`src/rtl/bpred_pkg.sv`:
```
/*
 * Branch predictor shared definitions
 * Address layout, update and grant encodings, counter constants
 */
package bpred_pkg;

  // --------------------------------------------------
  // Address layout
  // --------------------------------------------------

  // Instruction address width
  localparam int VADDR_W = 32;

  // Low address bits dropped before any indexing
  // Fixed 4-byte instructions
  localparam int PC_LSB = 2;

  // --------------------------------------------------
  // Update opcodes
  // --------------------------------------------------

  // Kind of a committed branch, also kept in each BTB entry
  typedef enum logic [1:0] {
    // No effect on either table
    UPD_NONE = 2'd0,
    // Conditional branch, trains the PHT
    UPD_COND = 2'd1,
    // Unconditional jump, always taken
    UPD_JUMP = 2'd2
  } upd_kind_e;

  // --------------------------------------------------
  // PHT arbiter grant
  // --------------------------------------------------

  // Single user of the PHT array in a cycle
  typedef enum logic [1:0] {
    GNT_IDLE   = 2'd0,
    // Fetch lookup reads a counter
    GNT_SEARCH = 2'd1,
    // Queued update does a read-modify-write
    GNT_UPDATE = 2'd2
  } grant_e;

  // --------------------------------------------------
  // Saturating counters
  // --------------------------------------------------

  // Counter width, 0..3
  localparam int CNT_W = 2;

  // Weakly not taken after reset
  localparam logic [CNT_W-1:0] CNT_RESET = CNT_W'(1);

  // Weakly taken and above predict taken
  localparam logic [CNT_W-1:0] CNT_TAKEN_MIN = CNT_W'(2);

endpackage

```
`src/rtl/bpred_btb.sv`:
```
/*
 * Branch target buffer
 * Direct-mapped table of valid, tag, target and kind with a one-cycle lookup
 */
`timescale 1ns/1ns

module bpred_btb #(
  parameter int BTB_ENTRIES = 16
) (
  input  logic                          i_clk,
  input  logic                          i_rst_n,
  // Stage 0 lookup
  input  logic                          i_s0_valid,
  input  logic [bpred_pkg::VADDR_W-1:0] i_s0_pc,
  // Committed branch write
  input  logic                          i_wr,
  input  logic [bpred_pkg::VADDR_W-1:0] i_wr_pc,
  input  logic                          i_wr_taken,
  input  logic [bpred_pkg::VADDR_W-1:0] i_wr_target,
  input  bpred_pkg::upd_kind_e          i_wr_kind,
  // Stage 1 result
  output logic                          o_s1_valid,
  output logic                          o_s1_hit,
  output logic [bpred_pkg::VADDR_W-1:0] o_s1_target,
  output bpred_pkg::upd_kind_e          o_s1_kind
);
  import bpred_pkg::*;

  localparam int IDX_W = $clog2(BTB_ENTRIES);
  // Address bits above the index
  localparam int TAG_W = VADDR_W - PC_LSB - IDX_W;

  // --------------------------------------------------
  // Entry storage
  // --------------------------------------------------
  logic [BTB_ENTRIES-1:0] r_valid;
  logic [TAG_W-1:0]       r_tag    [BTB_ENTRIES];
  logic [VADDR_W-1:0]     r_target [BTB_ENTRIES];
  upd_kind_e              r_kind   [BTB_ENTRIES];

  logic [IDX_W-1:0] w_s0_idx;
  logic [TAG_W-1:0] w_s0_tag;
  logic [IDX_W-1:0] w_wr_idx;
  logic [TAG_W-1:0] w_wr_tag;
  logic             w_wr_en;
  logic             w_s0_hit;

  // Index and tag split of both addresses
  assign w_s0_idx = i_s0_pc[PC_LSB +: IDX_W];
  assign w_s0_tag = i_s0_pc[VADDR_W-1 -: TAG_W];
  assign w_wr_idx = i_wr_pc[PC_LSB +: IDX_W];
  assign w_wr_tag = i_wr_pc[VADDR_W-1 -: TAG_W];

  // Jumps always allocate, conditionals only when taken
  // Not-taken branch leaves the old entry alone
  assign w_wr_en = i_wr &&
                   ((i_wr_kind == UPD_JUMP) ||
                    ((i_wr_kind == UPD_COND) && i_wr_taken));

  // Valid bits, cleared at reset
  always_ff @(posedge i_clk) begin
    if (!i_rst_n) begin
      r_valid <= '0;
    end else if (w_wr_en) begin
      r_valid[w_wr_idx] <= 1'b1;
    end
  end

  // Payload, overwritten on allocation
  always_ff @(posedge i_clk) begin
    if (w_wr_en) begin
      r_tag[w_wr_idx]    <= w_wr_tag;
      r_target[w_wr_idx] <= i_wr_target;
      r_kind[w_wr_idx]   <= i_wr_kind;
    end
  end

  // --------------------------------------------------
  // Lookup, registered into stage 1
  // --------------------------------------------------

  // Hit needs valid entry and matching tag
  assign w_s0_hit = i_s0_valid && r_valid[w_s0_idx] && (r_tag[w_s0_idx] == w_s0_tag);

  always_ff @(posedge i_clk) begin
    if (!i_rst_n) begin
      o_s1_valid <= 1'b0;
      o_s1_hit   <= 1'b0;
    end else begin
      o_s1_valid <= i_s0_valid;
      o_s1_hit   <= w_s0_hit;
    end
  end

  // Target and kind only meaningful with o_s1_hit
  always_ff @(posedge i_clk) begin
    o_s1_target <= r_target[w_s0_idx];
    o_s1_kind   <= r_kind[w_s0_idx];
  end

endmodule

```
`src/rtl/bpred_gshare.sv`:
```
/*
 * Gshare direction logic
 * Commit-time global history, PHT index hashing and the stage 2 decision
 */
`timescale 1ns/1ns

module bpred_gshare #(
  parameter int PHT_ENTRIES = 64
) (
  input  logic                              i_clk,
  input  logic                              i_rst_n,
  // Addresses to hash
  input  logic [bpred_pkg::VADDR_W-1:0]     i_s0_pc,
  input  logic [bpred_pkg::VADDR_W-1:0]     i_upd_pc,
  // Queue head being retired
  input  logic                              i_pop,
  input  bpred_pkg::upd_kind_e              i_upd_kind,
  input  logic                              i_upd_taken,
  // Stage 1 inputs from the BTB and the arbiter
  input  logic                              i_s1_valid,
  input  logic [bpred_pkg::CNT_W-1:0]       i_s1_cnt,
  input  logic                              i_s1_btb_hit,
  input  bpred_pkg::upd_kind_e              i_s1_btb_kind,
  input  logic [bpred_pkg::VADDR_W-1:0]     i_s1_btb_target,
  // PHT indices
  output logic [$clog2(PHT_ENTRIES)-1:0]    o_search_idx,
  output logic [$clog2(PHT_ENTRIES)-1:0]    o_upd_idx,
  // Stage 2 prediction
  output logic                              o_s2_predict_valid,
  output logic [bpred_pkg::VADDR_W-1:0]     o_s2_predict_target
);
  import bpred_pkg::*;

  // History as long as the PHT index
  // Needs at least 4 entries for the shift below
  localparam int HIST_W = $clog2(PHT_ENTRIES);

  logic [HIST_W-1:0] r_ghist;
  logic              w_hist_upd;
  logic              w_s1_taken;
  logic              w_s1_predict;

  // --------------------------------------------------
  // Global history
  // --------------------------------------------------

  // Only conditional branches shift in their outcome
  // Updated at commit, so no repair is ever needed
  assign w_hist_upd = i_pop && (i_upd_kind == UPD_COND);

  always_ff @(posedge i_clk) begin
    if (!i_rst_n) begin
      r_ghist <= '0;
    end else if (w_hist_upd) begin
      // Newest outcome in bit 0
      r_ghist <= {r_ghist[HIST_W-2:0], i_upd_taken};
    end
  end

  // --------------------------------------------------
  // Index hashing
  // --------------------------------------------------

  // PC bits above the byte offset XOR history
  assign o_search_idx = i_s0_pc[PC_LSB +: HIST_W] ^ r_ghist;

  // Update sees history before its own shift
  assign o_upd_idx = i_upd_pc[PC_LSB +: HIST_W] ^ r_ghist;

  // --------------------------------------------------
  // Stage 2 decision
  // --------------------------------------------------

  // Direction from the entry kind and the counter
  always_comb begin
    w_s1_taken = 1'b0;
    case (i_s1_btb_kind)
      UPD_JUMP: w_s1_taken = 1'b1;
      UPD_COND: w_s1_taken = (i_s1_cnt >= CNT_TAKEN_MIN);
      default:  w_s1_taken = 1'b0;
    endcase
  end

  // No target without a BTB hit
  assign w_s1_predict = i_s1_valid && i_s1_btb_hit && w_s1_taken;

  always_ff @(posedge i_clk) begin
    if (!i_rst_n) begin
      o_s2_predict_valid <= 1'b0;
    end else begin
      o_s2_predict_valid <= w_s1_predict;
    end
  end

  // Target follows the BTB entry
  always_ff @(posedge i_clk) begin
    o_s2_predict_target <= i_s1_btb_target;
  end

endmodule

```
`src/rtl/bpred_pht_arbiter.sv`:
```
/*
 * PHT array and port arbiter
 * Single-port counter table shared by lookups (priority) and queued updates
 */
`timescale 1ns/1ns

module bpred_pht_arbiter #(
  parameter int PHT_ENTRIES = 64
) (
  input  logic                           i_clk,
  input  logic                           i_rst_n,
  // Lookup request
  input  logic                           i_s0_valid,
  input  logic [$clog2(PHT_ENTRIES)-1:0] i_search_idx,
  // Queue head
  input  logic                           i_q_empty,
  input  bpred_pkg::upd_kind_e           i_upd_kind,
  input  logic [$clog2(PHT_ENTRIES)-1:0] i_upd_idx,
  input  logic                           i_upd_taken,
  output logic                           o_pop,
  output logic [bpred_pkg::CNT_W-1:0]    o_s1_cnt,
  output bpred_pkg::grant_e              o_grant
);
  import bpred_pkg::*;

  localparam int               IDX_W   = $clog2(PHT_ENTRIES);
  localparam logic [CNT_W-1:0] CNT_MAX = '1;

  logic [CNT_W-1:0] r_pht [PHT_ENTRIES];
  logic [IDX_W-1:0] w_idx;
  logic [CNT_W-1:0] w_rd_cnt;
  logic [CNT_W-1:0] w_wr_cnt;
  logic             w_wr_en;

  // --------------------------------------------------
  // Grant, lookup first
  // --------------------------------------------------
  always_comb begin
    if (i_s0_valid) begin
      o_grant = GNT_SEARCH;
    end else if (!i_q_empty) begin
      o_grant = GNT_UPDATE;
    end else begin
      o_grant = GNT_IDLE;
    end
  end

  // Every update grant retires the head
  assign o_pop = (o_grant == GNT_UPDATE);

  // One address for the single port
  assign w_idx    = o_pop ? i_upd_idx : i_search_idx;
  assign w_rd_cnt = r_pht[w_idx];

  // Saturating step, 0 and CNT_MAX are sticky
  always_comb begin
    w_wr_cnt = w_rd_cnt;
    if (i_upd_taken) begin
      if (w_rd_cnt != CNT_MAX) begin
        w_wr_cnt = w_rd_cnt + CNT_W'(1);
      end
    end else if (w_rd_cnt != '0) begin
      w_wr_cnt = w_rd_cnt - CNT_W'(1);
    end
  end

  // Jumps pop without touching counters
  assign w_wr_en = o_pop && (i_upd_kind == UPD_COND);

  always_ff @(posedge i_clk) begin
    if (!i_rst_n) begin
      for (int i = 0; i < PHT_ENTRIES; i++) begin
        r_pht[i] <= CNT_RESET;
      end
    end else if (w_wr_en) begin
      r_pht[w_idx] <= w_wr_cnt;
    end
  end

  // Lookup counter into stage 1
  always_ff @(posedge i_clk) begin
    if (o_grant == GNT_SEARCH) begin
      o_s1_cnt <= w_rd_cnt;
    end
  end

  // Search and update never share the port in a cycle
  a_port_excl: assert property (@(posedge i_clk) disable iff (!i_rst_n)
    i_s0_valid |-> !w_wr_en);

endmodule

```
`src/rtl/bpred_predictor.sv`:
```
/*
 * Branch predictor top
 * BTB hit and target at s1, gshare direction at s2, credit-based update port
 */
`timescale 1ns/1ns

module bpred_predictor #(
  parameter int BTB_ENTRIES = 16,
  parameter int PHT_ENTRIES = 64,
  parameter int UPD_DEPTH   = 4
) (
  input  logic                          i_clk,
  input  logic                          i_rst_n,
  // Fetch lookup
  input  logic                          i_s0_valid,
  input  logic [bpred_pkg::VADDR_W-1:0] i_s0_pc,
  // Commit updates
  input  logic                          i_upd_valid,
  input  bpred_pkg::upd_kind_e          i_upd_kind,
  input  logic [bpred_pkg::VADDR_W-1:0] i_upd_pc,
  input  logic                          i_upd_taken,
  input  logic [bpred_pkg::VADDR_W-1:0] i_upd_target,
  // Feedback into fetch
  output logic                          o_s1_btb_hit,
  output logic [bpred_pkg::VADDR_W-1:0] o_s1_btb_target,
  output logic                          o_s2_predict_valid,
  output logic [bpred_pkg::VADDR_W-1:0] o_s2_predict_target,
  output logic                          o_upd_credit
);
  import bpred_pkg::*;

  localparam int PHT_IDX_W = $clog2(PHT_ENTRIES);

  // Queue head
  logic               w_q_empty;
  upd_kind_e          w_head_kind;
  logic [VADDR_W-1:0] w_head_pc;
  logic               w_head_taken;
  logic [VADDR_W-1:0] w_head_target;
  logic               w_pop;
  // Stage 1 path
  logic               w_s1_valid;
  upd_kind_e          w_s1_kind;
  logic [CNT_W-1:0]   w_s1_cnt;
  logic [PHT_IDX_W-1:0] w_search_idx;
  logic [PHT_IDX_W-1:0] w_upd_idx;

  // --------------------------------------------------
  // Update queue
  // --------------------------------------------------
  bpred_upd_queue #(.UPD_DEPTH(UPD_DEPTH)) u_upd_queue (
    .i_clk(i_clk), .i_rst_n(i_rst_n),
    .i_upd_valid(i_upd_valid), .i_upd_kind(i_upd_kind), .i_upd_pc(i_upd_pc),
    .i_upd_taken(i_upd_taken), .i_upd_target(i_upd_target),
    .i_pop(w_pop), .o_empty(w_q_empty),
    .o_head_kind(w_head_kind), .o_head_pc(w_head_pc),
    .o_head_taken(w_head_taken), .o_head_target(w_head_target),
    .o_credit(o_upd_credit)
  );

  // --------------------------------------------------
  // BTB, written by the popped head
  // --------------------------------------------------
  bpred_btb #(.BTB_ENTRIES(BTB_ENTRIES)) u_btb (
    .i_clk(i_clk), .i_rst_n(i_rst_n),
    .i_s0_valid(i_s0_valid), .i_s0_pc(i_s0_pc),
    .i_wr(w_pop), .i_wr_pc(w_head_pc), .i_wr_taken(w_head_taken),
    .i_wr_target(w_head_target), .i_wr_kind(w_head_kind),
    .o_s1_valid(w_s1_valid), .o_s1_hit(o_s1_btb_hit),
    .o_s1_target(o_s1_btb_target), .o_s1_kind(w_s1_kind)
  );

  // --------------------------------------------------
  // PHT and its arbiter, grant left for debug probing
  // --------------------------------------------------
  bpred_pht_arbiter #(.PHT_ENTRIES(PHT_ENTRIES)) u_arb (
    .i_clk(i_clk), .i_rst_n(i_rst_n),
    .i_s0_valid(i_s0_valid), .i_search_idx(w_search_idx),
    .i_q_empty(w_q_empty), .i_upd_kind(w_head_kind),
    .i_upd_idx(w_upd_idx), .i_upd_taken(w_head_taken),
    .o_pop(w_pop), .o_s1_cnt(w_s1_cnt), .o_grant()
  );

  // Gshare history and stage 2
  bpred_gshare #(.PHT_ENTRIES(PHT_ENTRIES)) u_gshare (
    .i_clk(i_clk), .i_rst_n(i_rst_n),
    .i_s0_pc(i_s0_pc), .i_upd_pc(w_head_pc),
    .i_pop(w_pop), .i_upd_kind(w_head_kind), .i_upd_taken(w_head_taken),
    .i_s1_valid(w_s1_valid), .i_s1_cnt(w_s1_cnt),
    .i_s1_btb_hit(o_s1_btb_hit), .i_s1_btb_kind(w_s1_kind),
    .i_s1_btb_target(o_s1_btb_target),
    .o_search_idx(w_search_idx), .o_upd_idx(w_upd_idx),
    .o_s2_predict_valid(o_s2_predict_valid),
    .o_s2_predict_target(o_s2_predict_target)
  );

endmodule

```
`src/rtl/bpred_upd_queue.sv`:
```
/*
 * Branch update queue
 * Credit-based FIFO holding committed branches until the PHT arbiter takes them
 */
`timescale 1ns/1ns

module bpred_upd_queue #(
  parameter int UPD_DEPTH = 4
) (
  input  logic                          i_clk,
  input  logic                          i_rst_n,
  // Commit side push, only with a credit held
  input  logic                          i_upd_valid,
  input  bpred_pkg::upd_kind_e          i_upd_kind,
  input  logic [bpred_pkg::VADDR_W-1:0] i_upd_pc,
  input  logic                          i_upd_taken,
  input  logic [bpred_pkg::VADDR_W-1:0] i_upd_target,
  // Arbiter side
  input  logic                          i_pop,
  output logic                          o_empty,
  output bpred_pkg::upd_kind_e          o_head_kind,
  output logic [bpred_pkg::VADDR_W-1:0] o_head_pc,
  output logic                          o_head_taken,
  output logic [bpred_pkg::VADDR_W-1:0] o_head_target,
  // One credit back per pop
  output logic                          o_credit
);
  import bpred_pkg::*;

  localparam int               PTR_W    = (UPD_DEPTH > 1) ? $clog2(UPD_DEPTH) : 1;
  localparam int               CNT_QW   = $clog2(UPD_DEPTH + 1);
  localparam logic [PTR_W-1:0] LAST_PTR = PTR_W'(UPD_DEPTH - 1);

  upd_kind_e          r_kind   [UPD_DEPTH];
  logic [VADDR_W-1:0] r_pc     [UPD_DEPTH];
  logic               r_taken  [UPD_DEPTH];
  logic [VADDR_W-1:0] r_target [UPD_DEPTH];
  logic [PTR_W-1:0]   r_wr_ptr;
  logic [PTR_W-1:0]   r_rd_ptr;
  logic [CNT_QW-1:0]  r_count;

  // Entry storage
  always_ff @(posedge i_clk) begin
    if (i_upd_valid) begin
      r_kind[r_wr_ptr]   <= i_upd_kind;
      r_pc[r_wr_ptr]     <= i_upd_pc;
      r_taken[r_wr_ptr]  <= i_upd_taken;
      r_target[r_wr_ptr] <= i_upd_target;
    end
  end

  // Pointers wrap at the last slot, depth need not be a power of two
  always_ff @(posedge i_clk) begin
    if (!i_rst_n) begin
      r_wr_ptr <= '0;
      r_rd_ptr <= '0;
      r_count  <= '0;
      o_credit <= 1'b0;
    end else begin
      if (i_upd_valid) begin
        r_wr_ptr <= (r_wr_ptr == LAST_PTR) ? '0 : r_wr_ptr + PTR_W'(1);
      end
      if (i_pop) begin
        r_rd_ptr <= (r_rd_ptr == LAST_PTR) ? '0 : r_rd_ptr + PTR_W'(1);
      end
      case ({i_upd_valid, i_pop})
        2'b10:   r_count <= r_count + CNT_QW'(1);
        2'b01:   r_count <= r_count - CNT_QW'(1);
        default: r_count <= r_count;
      endcase
      // Credit pulse the cycle after the pop
      o_credit <= i_pop;
    end
  end

  assign o_empty       = (r_count == '0);
  assign o_head_kind   = r_kind[r_rd_ptr];
  assign o_head_pc     = r_pc[r_rd_ptr];
  assign o_head_taken  = r_taken[r_rd_ptr];
  assign o_head_target = r_target[r_rd_ptr];

  // Push into a full queue means the sender ignored its credits
  a_no_overflow: assert property (@(posedge i_clk) disable iff (!i_rst_n)
    i_upd_valid |-> (r_count != CNT_QW'(UPD_DEPTH)));
  a_no_underflow: assert property (@(posedge i_clk) disable iff (!i_rst_n)
    i_pop |-> !o_empty);

endmodule

```
`config.mk`:
```
export PLATFORM = sky130hd
export DESIGN_NAME = bpred_predictor
export DESIGN_NICKNAME = d
export VERILOG_FILES = /design/src/rtl/bpred_pkg.sv /design/src/rtl/bpred_btb.sv /design/src/rtl/bpred_gshare.sv /design/src/rtl/bpred_pht_arbiter.sv /design/src/rtl/bpred_predictor.sv /design/src/rtl/bpred_upd_queue.sv
export SDC_FILE = /design/constraint.sdc
export NUM_CORES = 1
export LEC_CHECK = 0
export BUFFER_PORTS_ARGS = -buffer_cell sky130_fd_sc_hd__buf_2
export CAP_MARGIN = 10
export CORE_MARGIN = 2
export CORE_UTILIZATION = 56
export DETAILED_ROUTE_END_ITERATION = 12
export PLACE_DENSITY = 0.76
export SYNTH_ARGS = -nofsm -noshare
export SYNTH_HDL_FRONTEND = slang
export SYNTH_SLANG_ARGS = --single-unit
```
`constraint.sdc`:
```
create_clock -name i_clk -period 4.6 [get_ports i_clk]
set_input_delay 0.92 -clock i_clk [delete_from_list [all_inputs] [get_ports i_clk]]
set_output_delay 0.92 -clock i_clk [all_outputs]
set_load 0.01 [all_outputs]
```
==> flow_metrics.py <==
metrics = {
    "critical_path": {
        "timing.reg2reg.setup_slack_ns": 0.25,
        "cp-end-kind": "register",
        "max_stage_delay_ns": 0.68,
        "cp_max_fo": 37,
        "worstPathArrival_ns": 4.81,
        "worst_r2r_endpoint": "u_arb.r_pht[63][0]$_SDFFCE_PN1P_",
        "cp-endpoint": "u_arb.r_pht[63][0]$_SDFFCE_PN1P_",
        "r2r_cells": 11,
        "critical_path_class": "reg -> reg",
        "path_cells": "mux4_2 > or4b_1 > nand3_4 > nor4_1 > o311ai_1 > a21boi_0 > o221ai_1 > or4_4 > inv_2 > buf_12 > o2111ai_1",
        "required_ns": 5.06,
        "crit_slowest_cell": "mux4_2",
        "cp-start-kind": "register",
    },
    "clock_tree": {
        "clk_path_buf_depth": 3,
        "clk_latency_ns": 0.76,
        "cts_tree": "yes",
        "clk_pin_slew_ns": 0.06,
        "h-tree-depth": 4,
        "ctsResizeCount": 0,
        "hold_buffers": 0,
        "cts_setup_buffers": 0,
        "cts_root_buffer": "clkbuf_16",
        "cts_buffers": 147,
        "cts.sinks": 1450,
    },
    "die": {
        "dieArea_um2": 104000,
        "io_pins": 170,
        "placementRows": 116,
        "die_h_um": 322,
        "die_width_um": 322,
        "core-area_um2": 100000,
        "start_util_pct": 56.5,
    },
    "synthesis": {
        "yosys_warnings": 0,
        "yosysSeqAreaShare_pct": 75.2,
        "synthArstFlopShare_pct": 0,
        "avgSynthCellArea_um2": 21.3,
        "ys_ff_latch": 1450,
        "syn_inst": 2660,
        "yosysTopAreaCell": "edfxtp_1",
        "netlist_area_um2": 56500,
        "yosys.area.top_type_share_pct": 71.7,
        "synth_area_leaders": "edfxtp_1 (72%), mux4_2 (15%), dfxtp_1 (3.6%)",
        "synth_edf_count": 1349,
        "ys_types": 69,
        "synth-main-ff-cell": "edfxtp_1",
        "syn_nets": 2772,
    },
    "power": {
        "p_switching_uw": 8630,
        "p_int_uw": 23600,
        "switching_share_pct": 26.7,
        "peakVddDrop_mv": 0.381,
        "pwr-share-clk_pct": 35.7,
        "power.total_uw": 32300,
        "cellPowerDensity_nw_per_um2": 503,
        "seq_power_share_pct": 48.4,
        "combPwrFrac_pct": 15.9,
        "p_leak_uw": 0.0203,
    },
    "run_status": {
        "outcome": "finished clean",
    },
    "run": {
        "maxCapViolCount": 0,
    },
    "final_layout": {
        "nets": 3025,
        "drive_gt1_share_pct": 33.0,
        "multi_input_area_um2": 13200,
        "area_growth_pct": 13.4,
        "postLayoutCoreUtil_pct": 64.0,
        "seq_area_um2": 42500,
        "design_area_um2": 64100,
        "fillers": 6417,
        "layout_commonest_cell": "edfxtp_1",
        "most-common-layout-cells": "edfxtp_1 (1349), mux4_2 (369), nand2_1 (167)",
    },
    "sta": {
        "fin_skew_ns": 0.0342,
        "max-slew-margin-rel_pct": 21.3,
        "min_period_ns": 4.35,
        "rsz0062_at_grt": "no",
        "hold_viol": 0,
        "fin_crit_sh_pct": 94.6,
        "hold_ws_ns": 0.343,
        "setup_violations": 0,
        "drv_slew": 0,
        "worst_pin_slew_ns": 1.18,
        "fmax_ghz": 0.230,
        "final.setup.tns_ns": 0,
    },
    "grt": {
        "first_global_vias": 29300,
        "grt_start_max_net_pins": 101,
        "overflow": 0,
        "antenna_found_initial": 9,
        "track_usage_pct": 25.7,
        "grt_pass1_wl_mm": 193,
    },
    "hold_path": {
        "hp-class": "reg -> reg",
    },
    "route": {
        "vias_per_cell": 6.57,
        "via_count": 28500,
        "wl_mm": 131,
        "drtIter0Drc": 3642,
        "drc": 0,
        "wl_per_cell_um": 30.2,
        "first_pass_iters": 6,
        "antenna_left": 0,
    },
    "placed_design": {
        "place.gp.congestion": 0.876,
        "portBuffers": 165,
        "hpwlAfterDp_mm": 68.4,
        "place_area_um2": 59400,
    },
}
## synth_stat cells, types with 12 or more instances
library cell / count
a211oi_1: 12
clkbuf_1: 77
a21oi_1: 13
mux2i_1: 24
xor2_1: 16
o21a_1: 17
o2111ai_1: 55
buf_1: 39
dfxtp_1: 101
a211oi_2: 60
xnor2_1: 15
nor3_1: 13
edfxtp_1: 1349
o22ai_1: 13
nor2_1: 30
nor2b_1: 20
o21ai_0: 14
inv_1: 17
nand2_1: 167
mux2_2: 28
buf_2: 25
buf_6: 15
mux4_2: 369
buf_4: 16
## worst min-delay path by stage
stage	slack, ns	cells past startpoint	endpoint	from
floorplan	0.38	0	u_gshare.o_s2_predict_target[0]$_DFF_P_	u_btb.o_s1_target[0]$_DFF_P_
global placement	0.33	0	u_gshare.o_s2_predict_target[7]$_DFF_P_	u_btb.o_s1_target[7]$_DFF_P_
detailed placement	0.33	0	u_gshare.o_s2_predict_target[0]$_DFF_P_	u_btb.o_s1_target[0]$_DFF_P_
CTS	0.33	1	u_upd_queue.r_target[1][7]$_DFFE_PP_	i_upd_target[7]
global route	0.35	1	u_upd_queue.r_target[1][7]$_DFFE_PP_	i_upd_target[7]
finish	0.34	0	u_gshare.o_s2_predict_target[0]$_DFF_P_	u_btb.o_s1_target[0]$_DFF_P_
## sequential cells by signal, indices dropped and copies added (netlist names), 6 cells and up, named ones only
name / count
u_arb.r_pht: 128
u_btb.o_s1_target: 32
u_btb.r_kind: 32
u_btb.r_tag: 416
u_btb.r_target: 512
u_btb.r_valid: 16
u_gshare.o_s2_predict_target: 32
u_gshare.r_ghist: 6
u_upd_queue.r_kind: 8
u_upd_queue.r_pc: 120
u_upd_queue.r_target: 128
## per-layer routing
layer  share of wire, %  GRT usage [%]
met1                 38           35.1
met2                 51           42.4
met3                9.5           5.45
met4                2.3           7.45
met5              0.028              0
## power groups by stage
| stage | Combinational, µW | Sequential [µW] | Clock [µW] |
|---|---|---|---|
| 4_1_cts | 5080 | 15600 | 11700 |
| 3_3_place_gp | 4860 | 15900 | 0 |
| 6_report | 5120 | 15600 | 11500 |
| 5_1_grt | 5440 | 15600 | 12200 |
| 2_1_floorplan | 3520 | 15900 | 0 |
| 3_5_place_dp | 5050 | 15900 | 0 |
## cell families after synthesis
kind of cell,Yosys count,share of synthesized area (%)
AND/OR/NAND/NOR,320,2.86
flip-flops,1450,75.2
adder cells (fa/ha/maj),9,0.212
AO/OA/AOI/OAI,235,3.83
buffers and inverters,194,1.71
XOR/XNOR,31,0.480
multiplexers,421,15.7
## metrics by stage
stage,cells,setup slack (ns)
after CTS,4328,0.371
final,4332,0.248
after global routing,4330,0.0779
after floorplan,2660,-0.390
after detailed placement,4062,0.207
after global placement,4062,0.290
## critical path: cells and delay by family, from the launching register on
kind	cells	cell delay (ns)
AO/OA/AOI/OAI	4	1.07
buffers and inverters	2	0.35
AND/OR/NAND/NOR	4	1.49
multiplexers	1	0.68
flip-flops	1	0.45
## layout make-up
| type | count | area share, % |
|---|---|---|
| clock inverter | 60 | 0.933 |
| antenna | 4 | 0.0156 |
| inverter | 19 | 0.111 |
| sequential | 1450 | 66.3 |
| timing repair buffer | 279 | 3.14 |
| clock buffer | 206 | 6.35 |
| multi-input combinational | 1016 | 20.6 |
| tap | 1298 | 2.53 |
No activity file was read; power rests on OpenSTA's default activity.
